File: config.mk
export PLATFORM = sky130hd
export DESIGN_NAME = fft_stage_top
export DESIGN_NICKNAME = d
export VERILOG_FILES = /design/src/source/fft_cfg_pkg.sv /design/src/source/fft_types_pkg.sv /design/src/source/butterfly_unit.sv /design/src/source/fft_stage_top.sv /design/src/source/sample_ram.sv /design/src/source/stage_control.sv
export SDC_FILE = /design/constraint.sdc
export NUM_CORES = 2
export LEC_CHECK = 0
export ABC_CLOCK_PERIOD_IN_PS = 9200
export BUFFER_PORTS_ARGS = -buffer_cell sky130_fd_sc_hd__buf_4
export CORE_MARGIN = 2
export CORE_UTILIZATION = 65
export CTS_CLUSTER_DIAMETER = 100
export DETAILED_ROUTE_END_ITERATION = 8
export HOLD_SLACK_MARGIN = 0.02
export PLACE_DENSITY_LB_ADDON = 0.05
export SETUP_SLACK_MARGIN = 0.5
export SLEW_MARGIN = 20
export SYNTH_ARGS = -nofsm -noshare
export SYNTH_HDL_FRONTEND = slang
export SYNTH_SLANG_ARGS = --single-unit
export TNS_END_PERCENT = 20
File: constraint.sdc
create_clock -name clk -period 9.2 [get_ports clk]
set_input_delay 0.46 -clock clk [delete_from_list [all_inputs] [get_ports clk]]
set_output_delay 0.46 -clock clk [all_outputs]
set_load 0.005 [all_outputs]
File: src/source/fft_cfg_pkg.sv
package fft_cfg_pkg;

    // twiddle format Q1.14
    parameter int TW_W = 16;
    parameter int TW_FRAC = 14;

    // table is built for the largest frame, smaller N steps through it
    parameter int TW_MAX_N = 64;

    // butterfly register stages after the buffer read
    parameter int BFLY_LAT = 2;

    // cos and sin of 2*pi*k/TW_MAX_N, W^k = c - i*s
    typedef struct packed {
        logic signed [TW_W-1:0] c;
        logic signed [TW_W-1:0] s;
    } tw_t;

    // ------------------------------------------------------------------
    // first half circle, k = 0 .. TW_MAX_N/2-1
    // ------------------------------------------------------------------
    parameter tw_t twiddle_table [TW_MAX_N/2] = '{
        '{ 16384,     0}, '{ 16305,  1606}, '{ 16069,  3196}, '{ 15679,  4756},
        '{ 15137,  6270}, '{ 14449,  7723}, '{ 13623,  9102}, '{ 12665, 10394},
        '{ 11585, 11585}, '{ 10394, 12665}, '{  9102, 13623}, '{  7723, 14449},
        '{  6270, 15137}, '{  4756, 15679}, '{  3196, 16069}, '{  1606, 16305},
        '{     0, 16384}, '{ -1606, 16305}, '{ -3196, 16069}, '{ -4756, 15679},
        '{ -6270, 15137}, '{ -7723, 14449}, '{ -9102, 13623}, '{-10394, 12665},
        '{-11585, 11585}, '{-12665, 10394}, '{-13623,  9102}, '{-14449,  7723},
        '{-15137,  6270}, '{-15679,  4756}, '{-16069,  3196}, '{-16305,  1606}
    };

endpackage

File: src/source/fft_types_pkg.sv
package fft_types_pkg;

    // ------------------------------------------------------------------
    // sample widths
    // ------------------------------------------------------------------

    // width of one input component
    parameter int DATA_W = 16;

    // two extra bits hold the growth of a+b and of the rotated a-b
    parameter int OUT_W = DATA_W + 2;

    // ------------------------------------------------------------------
    // complex sample types
    // ------------------------------------------------------------------

    // input frame sample, re in the upper half
    typedef struct packed {
        logic signed [DATA_W-1:0] re;
        logic signed [DATA_W-1:0] im;
    } cplx_in_t;

    // butterfly result as stored in the output buffer
    typedef struct packed {
        logic signed [OUT_W-1:0] re;
        logic signed [OUT_W-1:0] im;
    } cplx_out_t;

endpackage

File: src/source/butterfly_unit.sv
interface pair_if #(
    parameter int N = 16
);
    logic                   issue;
    logic [$clog2(N)-2:0]   tw_idx;
    logic [$clog2(N)-1:0]   dst_lo;
    logic [$clog2(N)-1:0]   dst_hi;

    modport ctrl (output issue, tw_idx, dst_lo, dst_hi);
    modport bfly (input  issue, tw_idx, dst_lo, dst_hi);
endinterface

module butterfly_unit
    import fft_types_pkg::*;
    import fft_cfg_pkg::*;
#(
    parameter int N = 16
) (
    input  logic                 clk,
    input  logic                 rst_n,
    pair_if.bfly                 pair,
    input  cplx_in_t             a_i,
    input  cplx_in_t             b_i,
    output logic                 wr_en_o,
    output logic [$clog2(N)-1:0] wr_lo_addr_o,
    output logic [$clog2(N)-1:0] wr_hi_addr_o,
    output cplx_out_t            sum_o,
    output cplx_out_t            diff_o
);

    localparam int AW        = $clog2(N);
    localparam int TW_STRIDE = TW_MAX_N / N;
    localparam int PROD_W    = DATA_W + TW_W + 2;
    localparam logic signed [PROD_W-1:0] RND_HALF = 1 <<< (TW_FRAC - 1);

    // control lined up with the buffer read
    logic                   issue_d;
    logic [AW-2:0]          tw_d;
    logic [AW-1:0]          lo_d, hi_d;

    // stage 1
    logic                   v1;
    logic [AW-1:0]          lo1, hi1;
    cplx_out_t              sum1;
    logic signed [DATA_W:0] dre1, dim1;
    tw_t                    tw1;

    // stage 2 arithmetic
    logic signed [PROD_W-1:0] prod_re, prod_im;

    always_ff @(posedge clk or negedge rst_n) begin
        if (!rst_n) begin
            issue_d <= 1'b0;
            v1      <= 1'b0;
            wr_en_o <= 1'b0;
        end else begin
            issue_d <= pair.issue;
            v1      <= issue_d;
            wr_en_o <= v1;
        end
    end

    // ------------------------------------------------------------------
    // stage 1: sum, difference and twiddle fetch
    // ------------------------------------------------------------------
    always_ff @(posedge clk) begin
        tw_d    <= pair.tw_idx;
        lo_d    <= pair.dst_lo;
        hi_d    <= pair.dst_hi;

        lo1     <= lo_d;
        hi1     <= hi_d;
        sum1.re <= OUT_W'(a_i.re) + OUT_W'(b_i.re);
        sum1.im <= OUT_W'(a_i.im) + OUT_W'(b_i.im);
        dre1    <= (DATA_W + 1)'(a_i.re) - (DATA_W + 1)'(b_i.re);
        dim1    <= (DATA_W + 1)'(a_i.im) - (DATA_W + 1)'(b_i.im);
        // smaller frames skip through the 64 point table
        tw1     <= twiddle_table[int'(tw_d) * TW_STRIDE];
    end

    // (dre + i*dim) * (c - i*s), rounded half up before the shift
    assign prod_re = dre1 * tw1.c + dim1 * tw1.s + RND_HALF;
    assign prod_im = dim1 * tw1.c - dre1 * tw1.s + RND_HALF;

    // ------------------------------------------------------------------
    // stage 2: rotate the difference
    // ------------------------------------------------------------------
    always_ff @(posedge clk) begin
        wr_lo_addr_o <= lo1;
        wr_hi_addr_o <= hi1;
        sum_o        <= sum1;
        diff_o.re    <= OUT_W'(prod_re >>> TW_FRAC);
        diff_o.im    <= OUT_W'(prod_im >>> TW_FRAC);
    end

endmodule

File: src/source/fft_stage_top.sv
module fft_stage_top
    import fft_types_pkg::*;
#(
    parameter int N = 16
) (
    input  logic                 clk,
    input  logic                 rst_n,
    input  logic                 frame_start_i,
    input  logic                 frame_release_i,
    input  logic                 in_valid_i,
    input  cplx_in_t             in_sample_i,
    input  logic [$clog2(N)-1:0] out_rd_addr_i,
    output cplx_out_t            out_rd_data_o,
    output logic                 busy_o,
    output logic                 done_o
);

    localparam int AW = $clog2(N);

    logic          in_wr_en;
    logic [AW-1:0] in_wr_addr;
    logic [AW-1:0] rd_addr_lo;
    logic [AW-1:0] rd_addr_hi;
    cplx_in_t      bfly_a;
    cplx_in_t      bfly_b;
    logic          out_wr_en;
    logic [AW-1:0] out_lo_addr;
    logic [AW-1:0] out_hi_addr;
    cplx_out_t     out_sum;
    cplx_out_t     out_diff;

    pair_if #(.N(N)) pair_bus ();

    stage_control #(.N(N)) u_ctrl (
        .clk             (clk),
        .rst_n           (rst_n),
        .frame_start_i   (frame_start_i),
        .frame_release_i (frame_release_i),
        .in_valid_i      (in_valid_i),
        .in_wr_en_o      (in_wr_en),
        .in_wr_addr_o    (in_wr_addr),
        .rd_addr_lo_o    (rd_addr_lo),
        .rd_addr_hi_o    (rd_addr_hi),
        .pair            (pair_bus.ctrl),
        .busy_o          (busy_o),
        .done_o          (done_o)
    );

    // input frame, only port a writes
    sample_ram #(.payload_t(cplx_in_t), .N(N)) u_in_ram (
        .clk         (clk),
        .wr_en_a_i   (in_wr_en),
        .wr_addr_a_i (in_wr_addr),
        .wr_data_a_i (in_sample_i),
        .wr_en_b_i   (1'b0),
        .wr_addr_b_i ('0),
        .wr_data_b_i ('0),
        .rd_addr_a_i (rd_addr_lo),
        .rd_data_a_o (bfly_a),
        .rd_addr_b_i (rd_addr_hi),
        .rd_data_b_o (bfly_b)
    );

    butterfly_unit #(.N(N)) u_bfly (
        .clk          (clk),
        .rst_n        (rst_n),
        .pair         (pair_bus.bfly),
        .a_i          (bfly_a),
        .b_i          (bfly_b),
        .wr_en_o      (out_wr_en),
        .wr_lo_addr_o (out_lo_addr),
        .wr_hi_addr_o (out_hi_addr),
        .sum_o        (out_sum),
        .diff_o       (out_diff)
    );

    // result frame, sum to j and rotated difference to j+N/2
    sample_ram #(.payload_t(cplx_out_t), .N(N)) u_out_ram (
        .clk         (clk),
        .wr_en_a_i   (out_wr_en),
        .wr_addr_a_i (out_lo_addr),
        .wr_data_a_i (out_sum),
        .wr_en_b_i   (out_wr_en),
        .wr_addr_b_i (out_hi_addr),
        .wr_data_b_i (out_diff),
        .rd_addr_a_i (out_rd_addr_i),
        .rd_data_a_o (out_rd_data_o),
        .rd_addr_b_i ('0),
        .rd_data_b_o ()
    );

endmodule

File: src/source/sample_ram.sv
module sample_ram #(
    parameter type payload_t = logic [31:0],
    parameter int  N         = 16
) (
    input  logic                 clk,

    // write port a
    input  logic                 wr_en_a_i,
    input  logic [$clog2(N)-1:0] wr_addr_a_i,
    input  payload_t             wr_data_a_i,

    // write port b
    input  logic                 wr_en_b_i,
    input  logic [$clog2(N)-1:0] wr_addr_b_i,
    input  payload_t             wr_data_b_i,

    // registered read ports
    input  logic [$clog2(N)-1:0] rd_addr_a_i,
    output payload_t             rd_data_a_o,
    input  logic [$clog2(N)-1:0] rd_addr_b_i,
    output payload_t             rd_data_b_o
);

    payload_t mem [N];

    // both write ports may fire in one cycle on different addresses
    always_ff @(posedge clk) begin
        if (wr_en_a_i) begin
            mem[wr_addr_a_i] <= wr_data_a_i;
        end
        if (wr_en_b_i) begin
            mem[wr_addr_b_i] <= wr_data_b_i;
        end
    end

    // read data shows up one cycle after the address
    always_ff @(posedge clk) begin
        rd_data_a_o <= mem[rd_addr_a_i];
        rd_data_b_o <= mem[rd_addr_b_i];
    end

endmodule

File: src/source/stage_control.sv
module stage_control
    import fft_cfg_pkg::*;
#(
    parameter int N = 16
) (
    input  logic                 clk,
    input  logic                 rst_n,

    // frame handshake levels from outside
    input  logic                 frame_start_i,
    input  logic                 frame_release_i,
    input  logic                 in_valid_i,

    // input buffer write side
    output logic                 in_wr_en_o,
    output logic [$clog2(N)-1:0] in_wr_addr_o,

    // input buffer read side
    output logic [$clog2(N)-1:0] rd_addr_lo_o,
    output logic [$clog2(N)-1:0] rd_addr_hi_o,

    pair_if.ctrl                 pair,

    output logic                 busy_o,
    output logic                 done_o
);

    localparam int AW      = $clog2(N);
    localparam int JW      = AW - 1;
    localparam int DRAIN_W = $clog2(BFLY_LAT + 1);

    typedef enum logic [1:0] {
        L_IDLE,
        L_LOAD,
        L_WAIT
    } load_state_t;

    typedef enum logic [1:0] {
        C_IDLE,
        C_ISSUE,
        C_DRAIN
    } cmp_state_t;

    load_state_t        load_state;
    cmp_state_t         cmp_state;
    logic [AW-1:0]      wr_addr_q;
    logic [JW-1:0]      j_q;
    logic               issue_q;
    logic [DRAIN_W-1:0] drain_cnt_q;
    logic               done_q;
    logic               busy_q;
    logic               load_last;
    logic               last_pair;
    logic               drain_last;

    // ------------------------------------------------------------------
    // load side
    // ------------------------------------------------------------------

    // samples go straight to the buffer, only the address is kept here
    assign in_wr_en_o   = (load_state == L_LOAD) && in_valid_i;
    assign in_wr_addr_o = wr_addr_q;

    // Nth sample accepted this cycle
    assign load_last = in_wr_en_o && (wr_addr_q == AW'(N - 1));

    always_ff @(posedge clk or negedge rst_n) begin
        if (!rst_n) begin
            load_state <= L_IDLE;
            wr_addr_q  <= '0;
        end else begin
            case (load_state)
                L_IDLE: begin
                    wr_addr_q <= '0;
                    if (frame_start_i) begin
                        load_state <= L_LOAD;
                    end
                end
                L_LOAD: begin
                    if (in_valid_i) begin
                        wr_addr_q <= wr_addr_q + 1'b1;
                        if (load_last) begin
                            load_state <= L_WAIT;
                        end
                    end
                end
                L_WAIT: begin
                    // hold the frame until the result has been taken
                    if (frame_release_i && cmp_state == C_IDLE) begin
                        load_state <= L_IDLE;
                    end
                end
                default: begin
                    load_state <= L_IDLE;
                end
            endcase
        end
    end

    // ------------------------------------------------------------------
    // compute side
    // ------------------------------------------------------------------

    assign last_pair  = (j_q == JW'(N / 2 - 1));
    assign drain_last = (cmp_state == C_DRAIN) && (drain_cnt_q == DRAIN_W'(BFLY_LAT));

    always_ff @(posedge clk or negedge rst_n) begin
        if (!rst_n) begin
            cmp_state   <= C_IDLE;
            j_q         <= '0;
            issue_q     <= 1'b0;
            drain_cnt_q <= '0;
            done_q      <= 1'b0;
        end else begin
            done_q <= 1'b0;
            case (cmp_state)
                C_IDLE: begin
                    // first pair goes out the cycle after the last write
                    if (load_last) begin
                        cmp_state <= C_ISSUE;
                        j_q       <= '0;
                        issue_q   <= 1'b1;
                    end
                end
                C_ISSUE: begin
                    if (last_pair) begin
                        cmp_state   <= C_DRAIN;
                        issue_q     <= 1'b0;
                        drain_cnt_q <= '0;
                    end else begin
                        j_q <= j_q + 1'b1;
                    end
                end
                C_DRAIN: begin
                    // wait out the buffer read and the butterfly pipe
                    if (drain_last) begin
                        cmp_state <= C_IDLE;
                        done_q    <= 1'b1;
                    end else begin
                        drain_cnt_q <= drain_cnt_q + 1'b1;
                    end
                end
                default: begin
                    cmp_state <= C_IDLE;
                    issue_q   <= 1'b0;
                end
            endcase
        end
    end

    // busy spans first accepted sample up to done
    always_ff @(posedge clk or negedge rst_n) begin
        if (!rst_n) begin
            busy_q <= 1'b0;
        end else if (drain_last) begin
            busy_q <= 1'b0;
        end else if (in_wr_en_o) begin
            busy_q <= 1'b1;
        end
    end

    // pair j and j+N/2 differ only in the top address bit
    assign rd_addr_lo_o = {1'b0, j_q};
    assign rd_addr_hi_o = {1'b1, j_q};

    assign pair.issue  = issue_q;
    assign pair.tw_idx = j_q;
    assign pair.dst_lo = {1'b0, j_q};
    assign pair.dst_hi = {1'b1, j_q};

    assign busy_o = busy_q;
    assign done_o = done_q;

endmodule

======== After elaboration in Yosys (flattened, before gate mapping) ========
Memory sizes are Yosys's and may differ from the RTL's. A register that Yosys moved wholly into a read port is not among the register bits.
Index checks and enable logic that the tools add are counted.
storage, ports and cells
  flip-flop bits (word level) ............. 170
  bits in writable memories ............... 1088
  memory bits (read-only) ................. 1024
  bits of input ports ..................... 41
  output and inout port bits .............. 38
  logic and storage cells ................. 102
  memories ................................ 3
memory list
  name              words  bits a word  rd ports  clocked after Yosys merged registers in  wr ports  RTL line              source
  (name not given)  32     32           1         1                                        0         butterfly_unit.sv:78  tw1 <= twiddle_table[int'(tw_d) * TW_STRIDE];
  u_out_ram.mem     16     36           1         1                                        2         sample_ram.sv:24      payload_t mem [N];
  u_in_ram.mem      16     32           2         2                                        1         sample_ram.sv:24
operators by class
  $add $sub $neg .......................... 11
  multiply operators ...................... 4
  eq/ne operators ......................... 16
  muxes and demuxes ....................... 28
  bitwise logic cells ..................... 2
  reduce and logical (&&, ||, !) cells .... 16
operators by type and width
  cell                                                                   number
  17-bit by 16-bit multiplier with 32-bit output                         4
  32-bit by 15-bit adder with 32-bit output, second input constant       2
  16-bit by 16-bit adder with 17-bit output                              2
  16-bit by 16-bit subtractor with 17-bit output                         2
  32-bit adder                                                           1
  5-bit NOT with 32-bit output                                           1
  32-bit subtractor                                                      1
  2-bit 2-to-1 mux                                                       9
  2-bit case mux with 3 select lines                                     2
  3-bit AND reduction                                                    4
  1-bit 2-to-1 mux                                                       10
  2-bit by 1-bit != test with 1-bit output, second input constant        5
  2-bit != test, second input constant                                   4
  4-bit case mux with 2 select lines                                     1
  2-bit nonzero test                                                     4
  2-bit equality test, second input constant                             3
  3-bit 2-to-1 mux                                                       2
  3-bit case mux with 2 select lines                                     1
  4-bit by 1-bit adder with 4-bit output, second input constant          1
  2-bit by 1-bit equality test with 1-bit output, second input constant  2
  4-bit equality test, second input constant                             1
  1-bit logical AND                                                      4
  2-bit logical NOT                                                      2
  4-bit 2-to-1 mux                                                       1
  other kinds (8)                                                        8

======== Logic depth before layout (Yosys ltp) ========
  depth in word-level cells ............... 6
  gate-level depth with buffers ........... 30
  depth with buffers taken out ............ 28

======== By module ========
From an unflattened synthesis, not the netlist that was laid out.
second synthesis, totals
  cell total of the unflattened synthesis .. 8417
  area total of the unflattened synthesis .. 109941.7 µm²
by module, submodules not included
  module                  instances  cells an instance  area an instance (µm²)  seq. area each (µm²)
  butterfly_unit          1          4512               43644.4                 3698.5
  sample_ram (u_out_ram)  1          2006               34403.0                 18738.0
  sample_ram (u_in_ram)   1          1796               30913.4                 16656.0
  stage_control           1          102                977.2                   400.4
  fft_stage_top           1          1                  3.8                     0.0

======== Worst setup path after synthesis ========
Ideal clock, no wire load.
  path kind ............................... reg2reg
  from .................................... register u_bfly.dre1[16]
  to ...................................... register u_bfly.diff_o[17] in the netlist's numbering
  setup time .............................. 0.072 ns
  arrival time ............................ 7.283 ns
  data required time ...................... 9.128 ns
  path slack .............................. 1.845 ns
  cell stages (with the launch flop) ...... 23
  buffers on the path ..................... 1
  period minus slack after synthesis ...... 7.355 ns
  cells stage by stage .................... dfxtp_1 > clkbuf_1 > nand2_1 > inv_1 > fa_1 > fa_1 > fa_1 > inv_1 > fa_1 > fa_1 > fa_1 > fa_1 > inv_1 > fa_1 > inv_1 > ha_1 > and3_1 > nor2b_1 > a31oi_2 > a21boi_2 > a211o_1 > a31oi_1 > xnor2_1
between the ends
  word-level cells in the longest chain between the ends .. 3
RTL lines
  item                                            RTL line              source
  start, declared                                 butterfly_unit.sv:45  logic signed [DATA_W:0] dre1, dim1;
  start signal, assigned                          butterfly_unit.sv:75  dre1 <= (DATA_W + 1)'(a_i.re) - (DATA_W + 1)'(b_i.re);
  17-bit by 16-bit multiplier with 32-bit output  butterfly_unit.sv:83  assign prod_im = dim1 * tw1.c - dre1 * tw1.s + RND_HALF;
  32-bit subtractor                               butterfly_unit.sv:83
  32-bit by 15-bit adder with 32-bit output       butterfly_unit.sv:83
  net u_bfly.prod_im[31]                          butterfly_unit.sv:49  logic signed [PROD_W-1:0] prod_re, prod_im;
  end, declared                                   butterfly_unit.sv:28  output cplx_out_t diff_o
The timed path passes the listed nets, and every way through them passes these cells.
A chain may end at the register's enable or synchronous reset.

======== Worst setup path after layout ========
  from .................................... register u_bfly.dim1[10]
  to ...................................... register u_bfly.diff_o[17] in the netlist's numbering
between the ends
  word-level cells in the longest chain between the ends .. 3
RTL lines
  item                                            RTL line              source
  start, declared                                 butterfly_unit.sv:45
  start signal, assigned                          butterfly_unit.sv:76  dim1 <= (DATA_W + 1)'(a_i.im) - (DATA_W + 1)'(b_i.im);
  17-bit by 16-bit multiplier with 32-bit output  butterfly_unit.sv:83
  32-bit subtractor                               butterfly_unit.sv:83
  32-bit by 15-bit adder with 32-bit output       butterfly_unit.sv:83
  net u_bfly.prod_im[31]                          butterfly_unit.sv:49
The timed path passes the listed nets, and every way through them passes these cells.

==> impl_metrics.toml <==
[status]
outcome = "finished, final reports clean"

[setup_path]
worstPathRequired_ns = 9.84
crit_chain = "nand2_1 -> fa_1 -> inv_1 -> fa_1 -> inv_1 -> fa_1 -> fa_1 -> fa_1 -> inv_1 -> fa_1 -> fa_1 -> inv_1 -> fa_1 -> inv_1 -> ha_1 -> nand2_1 -> a2111oi_2 -> a21oi_1 -> a311oi_2 -> a31oi_2 -> a21boi_2 -> a211o_1 -> a31oi_1 -> xnor2_1"
startpoint_type = "register"
rrSetupSlack_ns = 1.21
critical-path-max-stage-delay_ns = 0.89
path_class = "reg -> reg"
r2r-end = "u_bfly.diff_o[17]$_DFF_P_"
arrival_ns = 8.63
crit_buf_inv = 5
reg2reg_depth = 24
timing.rr.start = "u_bfly.dim1[10]$_DFF_P_"
slowest_stage = "dfxtp_1"
crit_top_cell = "fa_1"
cp-end-kind = "register"
crit_fanout = 19
path_delay_family = "adder cells"

[logic_synthesis]
syn_area_um2 = 86200
ys_seq_elements = 1353
synth_edf_count = 1072
syn_inst = 6203
synth_async_sr_flop_share_pct = 1.40
yosys_most_used_dff = "edfxtp_1"
syn_nets = 7738
synth_cell_types = 74
yosys_warnings = 0
avgSynthCellArea_um2 = 13.9
synth_seq_area_share_pct = 44.0

[clock_tree]
cts_setup_buffers = 0
cts_buffers = 137
cts.htree.levels = 4
clk_latency_ns = 0.77
clock-sinks = 1353
clk_pin_slew_ns = 0.06
cts_tree = "done"
clockBufferDepth = 3
cts-root-buf = "clkbuf_16"

[timing]
period_share_pct = 86.8
max_freq_ghz = 0.125
rsz0062_at_grt = "false"
period_needed_ns = 7.99
tightest_slew_ns = 1.12
setup_violations = 0
max_slew_margin_pct = 25.0
hold_viol = 0
fin_ws_ns = 1.21
tns_ns = 0
finClkSkew_ns = 0.0469
drv_slew = 0

[routing]
wl_met3_mm = 17.7
route.detailed.drc = 0
wl_met1_mm = 85.7
detail-route-antenna-nets = 0
dr_wl_met2_mm = 98.5
wl_per_cell_um = 25.3
num_vias = 47500
routed_via_density = 5.78
top_layer = "met5"
drt_iter0_drc = 4009
dr.pass1.iters = 6
drt-total-wl_mm = 208

[floorplan]
die_area_um2 = 136000
rows = 133
die_height_um = 368
io_pins = 79
die-width_um = 368
initial_core_util_pct = 65.5
core_um2 = 132000

[final_layout]
nNetsFinal = 7873
final_common_cell = "inv_1"
most-common-layout-cells = "inv_1, fa_1, edfxtp_1"
area_growth_pct = 9.29
drive_gt1_share_pct = 12.8

[placement]
hpwl_mm = 151
gp_congestion = 0.942
preCtsSetupSlack_ns = 1.23
port_buffers = 78

[global_route]
grt-ovfl-total = 0
gr-usage-all-layers_pct = 32.2
antenna_found_initial = 18
first_global_vias = 51400
grt_pass1_wl_mm = 319
grt_max_degree = 74

[job]
drv_cap = 0

[worst_hold_path]
hold_class = "in -> async"
## sequential cells by signal, summed over array words and instances (netlist names), 2 cells and up
register	flops
u_bfly.diff_o	36
u_bfly.dim1	16
u_bfly.dre1	16
u_bfly.hi1	3
u_bfly.hi_d	3
u_bfly.sum1	34
u_bfly.sum_o	34
u_bfly.tw1	17
u_bfly.wr_hi_addr_o	3
u_ctrl.cmp_state	2
u_ctrl.drain_cnt_q	2
u_ctrl.in_wr_addr_o	4
u_ctrl.load_state	2
u_ctrl.pair.tw_idx	3
u_in_ram.mem	512
u_in_ram.rd_data_a_o	32
u_in_ram.rd_data_b_o	32
u_out_ram.mem	560
u_out_ram.rd_data_a_o	36
## synth_stat cells (5+ instances only)
cell	count	share of area, %
inv_1	1435	6.2
fa_1	1083	25
edfxtp_1	1072	37
ha_1	411	6.0
nand2_1	378	1.6
and2_1	324	2.4
mux4_2	300	7.8
dfxtp_1	262	6.1
clkbuf_1	202	0.88
xnor2_1	116	1.2
nor2_1	74	0.32
mux2_2	66	0.86
a21oi_1	60	0.35
xor2_1	45	0.46
nand2b_1	42	0.30
o21ai_0	33	0.19
nor3_1	30	0.17
buf_1	24	0.10
a21o_1	23	0.20
dfrtp_1	19	0.55
nand3_1	18	0.10
nor2b_1	16	0.12
a211oi_1	12	0.10
o21bai_1	11	0.096
o31ai_1	10	0.087
or3_1	10	0.073
a22o_1	9	0.091
and3_1	9	0.065
mux2i_1	8	0.093
o211ai_1	8	0.070
o21a_1	8	0.070
nand4_1	7	0.051
maj3_1	6	0.070
a31oi_1	5	0.036
## worst max path at each step
| stage | from | to | slack, ns | cells after the start |
|---|---|---|---|---|
| 6_report | u_bfly.dim1[10]$_DFF_P_ | u_bfly.diff_o[17]$_DFF_P_ | 1.21 | 24 |
| 5_1_grt | u_bfly.dim1[10]$_DFF_P_ | u_bfly.diff_o[17]$_DFF_P_ | 0.90 | 24 |
| 4_1_cts | u_bfly.dim1[10]$_DFF_P_ | u_bfly.diff_o[17]$_DFF_P_ | 1.24 | 24 |
| 3_5_place_dp | u_bfly.dim1[10]$_DFF_P_ | u_bfly.diff_o[17]$_DFF_P_ | 1.23 | 24 |
| 3_3_place_gp | u_bfly.dim1[10]$_DFF_P_ | u_bfly.diff_o[17]$_DFF_P_ | 1.33 | 24 |
| 2_1_floorplan | u_bfly.dre1[16]$_DFF_P_ | u_bfly.diff_o[17]$_DFF_P_ | 1.84 | 22 |
## routing by layer
| layer | vias up | track usage (%) |
|---|---|---|
| li1 | 20300 | - |
| met1 | 25000 | 46.4 |
| met2 | 1828 | 50.9 |
| met3 | 341 | 5.99 |
| met4 | 4 | 9.72 |
| met5 | - | 0 |
## stage by stage
step                instance area (um2)  hold WS (ns)  instances  util [%]
floorplan                         86200         0.164       6203         -
global placement                  89100         0.310       7918      67.7
detailed placement                89100         0.314       7918      67.7
CTS                               94200        0.0607       8209      71.6
global route                      94200         0.115       8209      71.6
finish                            94200         0.123       8218      71.6
## worst reg2reg max path, cell delays in order (launching register included)
cell and delay [ns]:
dfxtp_1 0.89, nand2_1 0.35, fa_1 0.57, inv_1 0.06, fa_1 0.52, inv_1 0.05
fa_1 0.48, fa_1 0.55, fa_1 0.53, inv_1 0.06, fa_1 0.50, fa_1 0.49
inv_1 0.05, fa_1 0.47, inv_1 0.04, ha_1 0.30, nand2_1 0.09, a2111oi_2 0.30
a21oi_1 0.15, a311oi_2 0.50, a31oi_2 0.21, a21boi_2 0.32, a211o_1 0.20, a31oi_1 0.10
xnor2_1 0.13
## logic make-up after synthesis
group                      synth area share (%)
muxes                                      8.79
AOI/OAI and AO/OA                          1.88
adders and majority gates                  31.2
buffers and inverters                      7.24
and+or+nand+nor                            5.32
DFF                                        44.0
xor gates and xnor gates                   1.64
## final cells by class
type	count	area [um2]
multi-input cells	3187	42200
clock inverters	70	937
repair buffers	224	1780
well taps	1755	2200
inverters	1435	5390
clock buffers	185	3830
flip-flops and latches	1353	37900
diodes	9	22.5
fillers	8775	37400
## what timing repair did
| item | 4_1_cts | 5_1_grt |
|---|---|---|
| hold buffers | 36 | 0 |
| resized for setup | 0 | 0 |
| hold endpoints to repair | 534 | 0 |
Power is left out: the tool's default activity adds up to more than one toggle a clock period on the data nets, which glitch-free logic cannot reach.
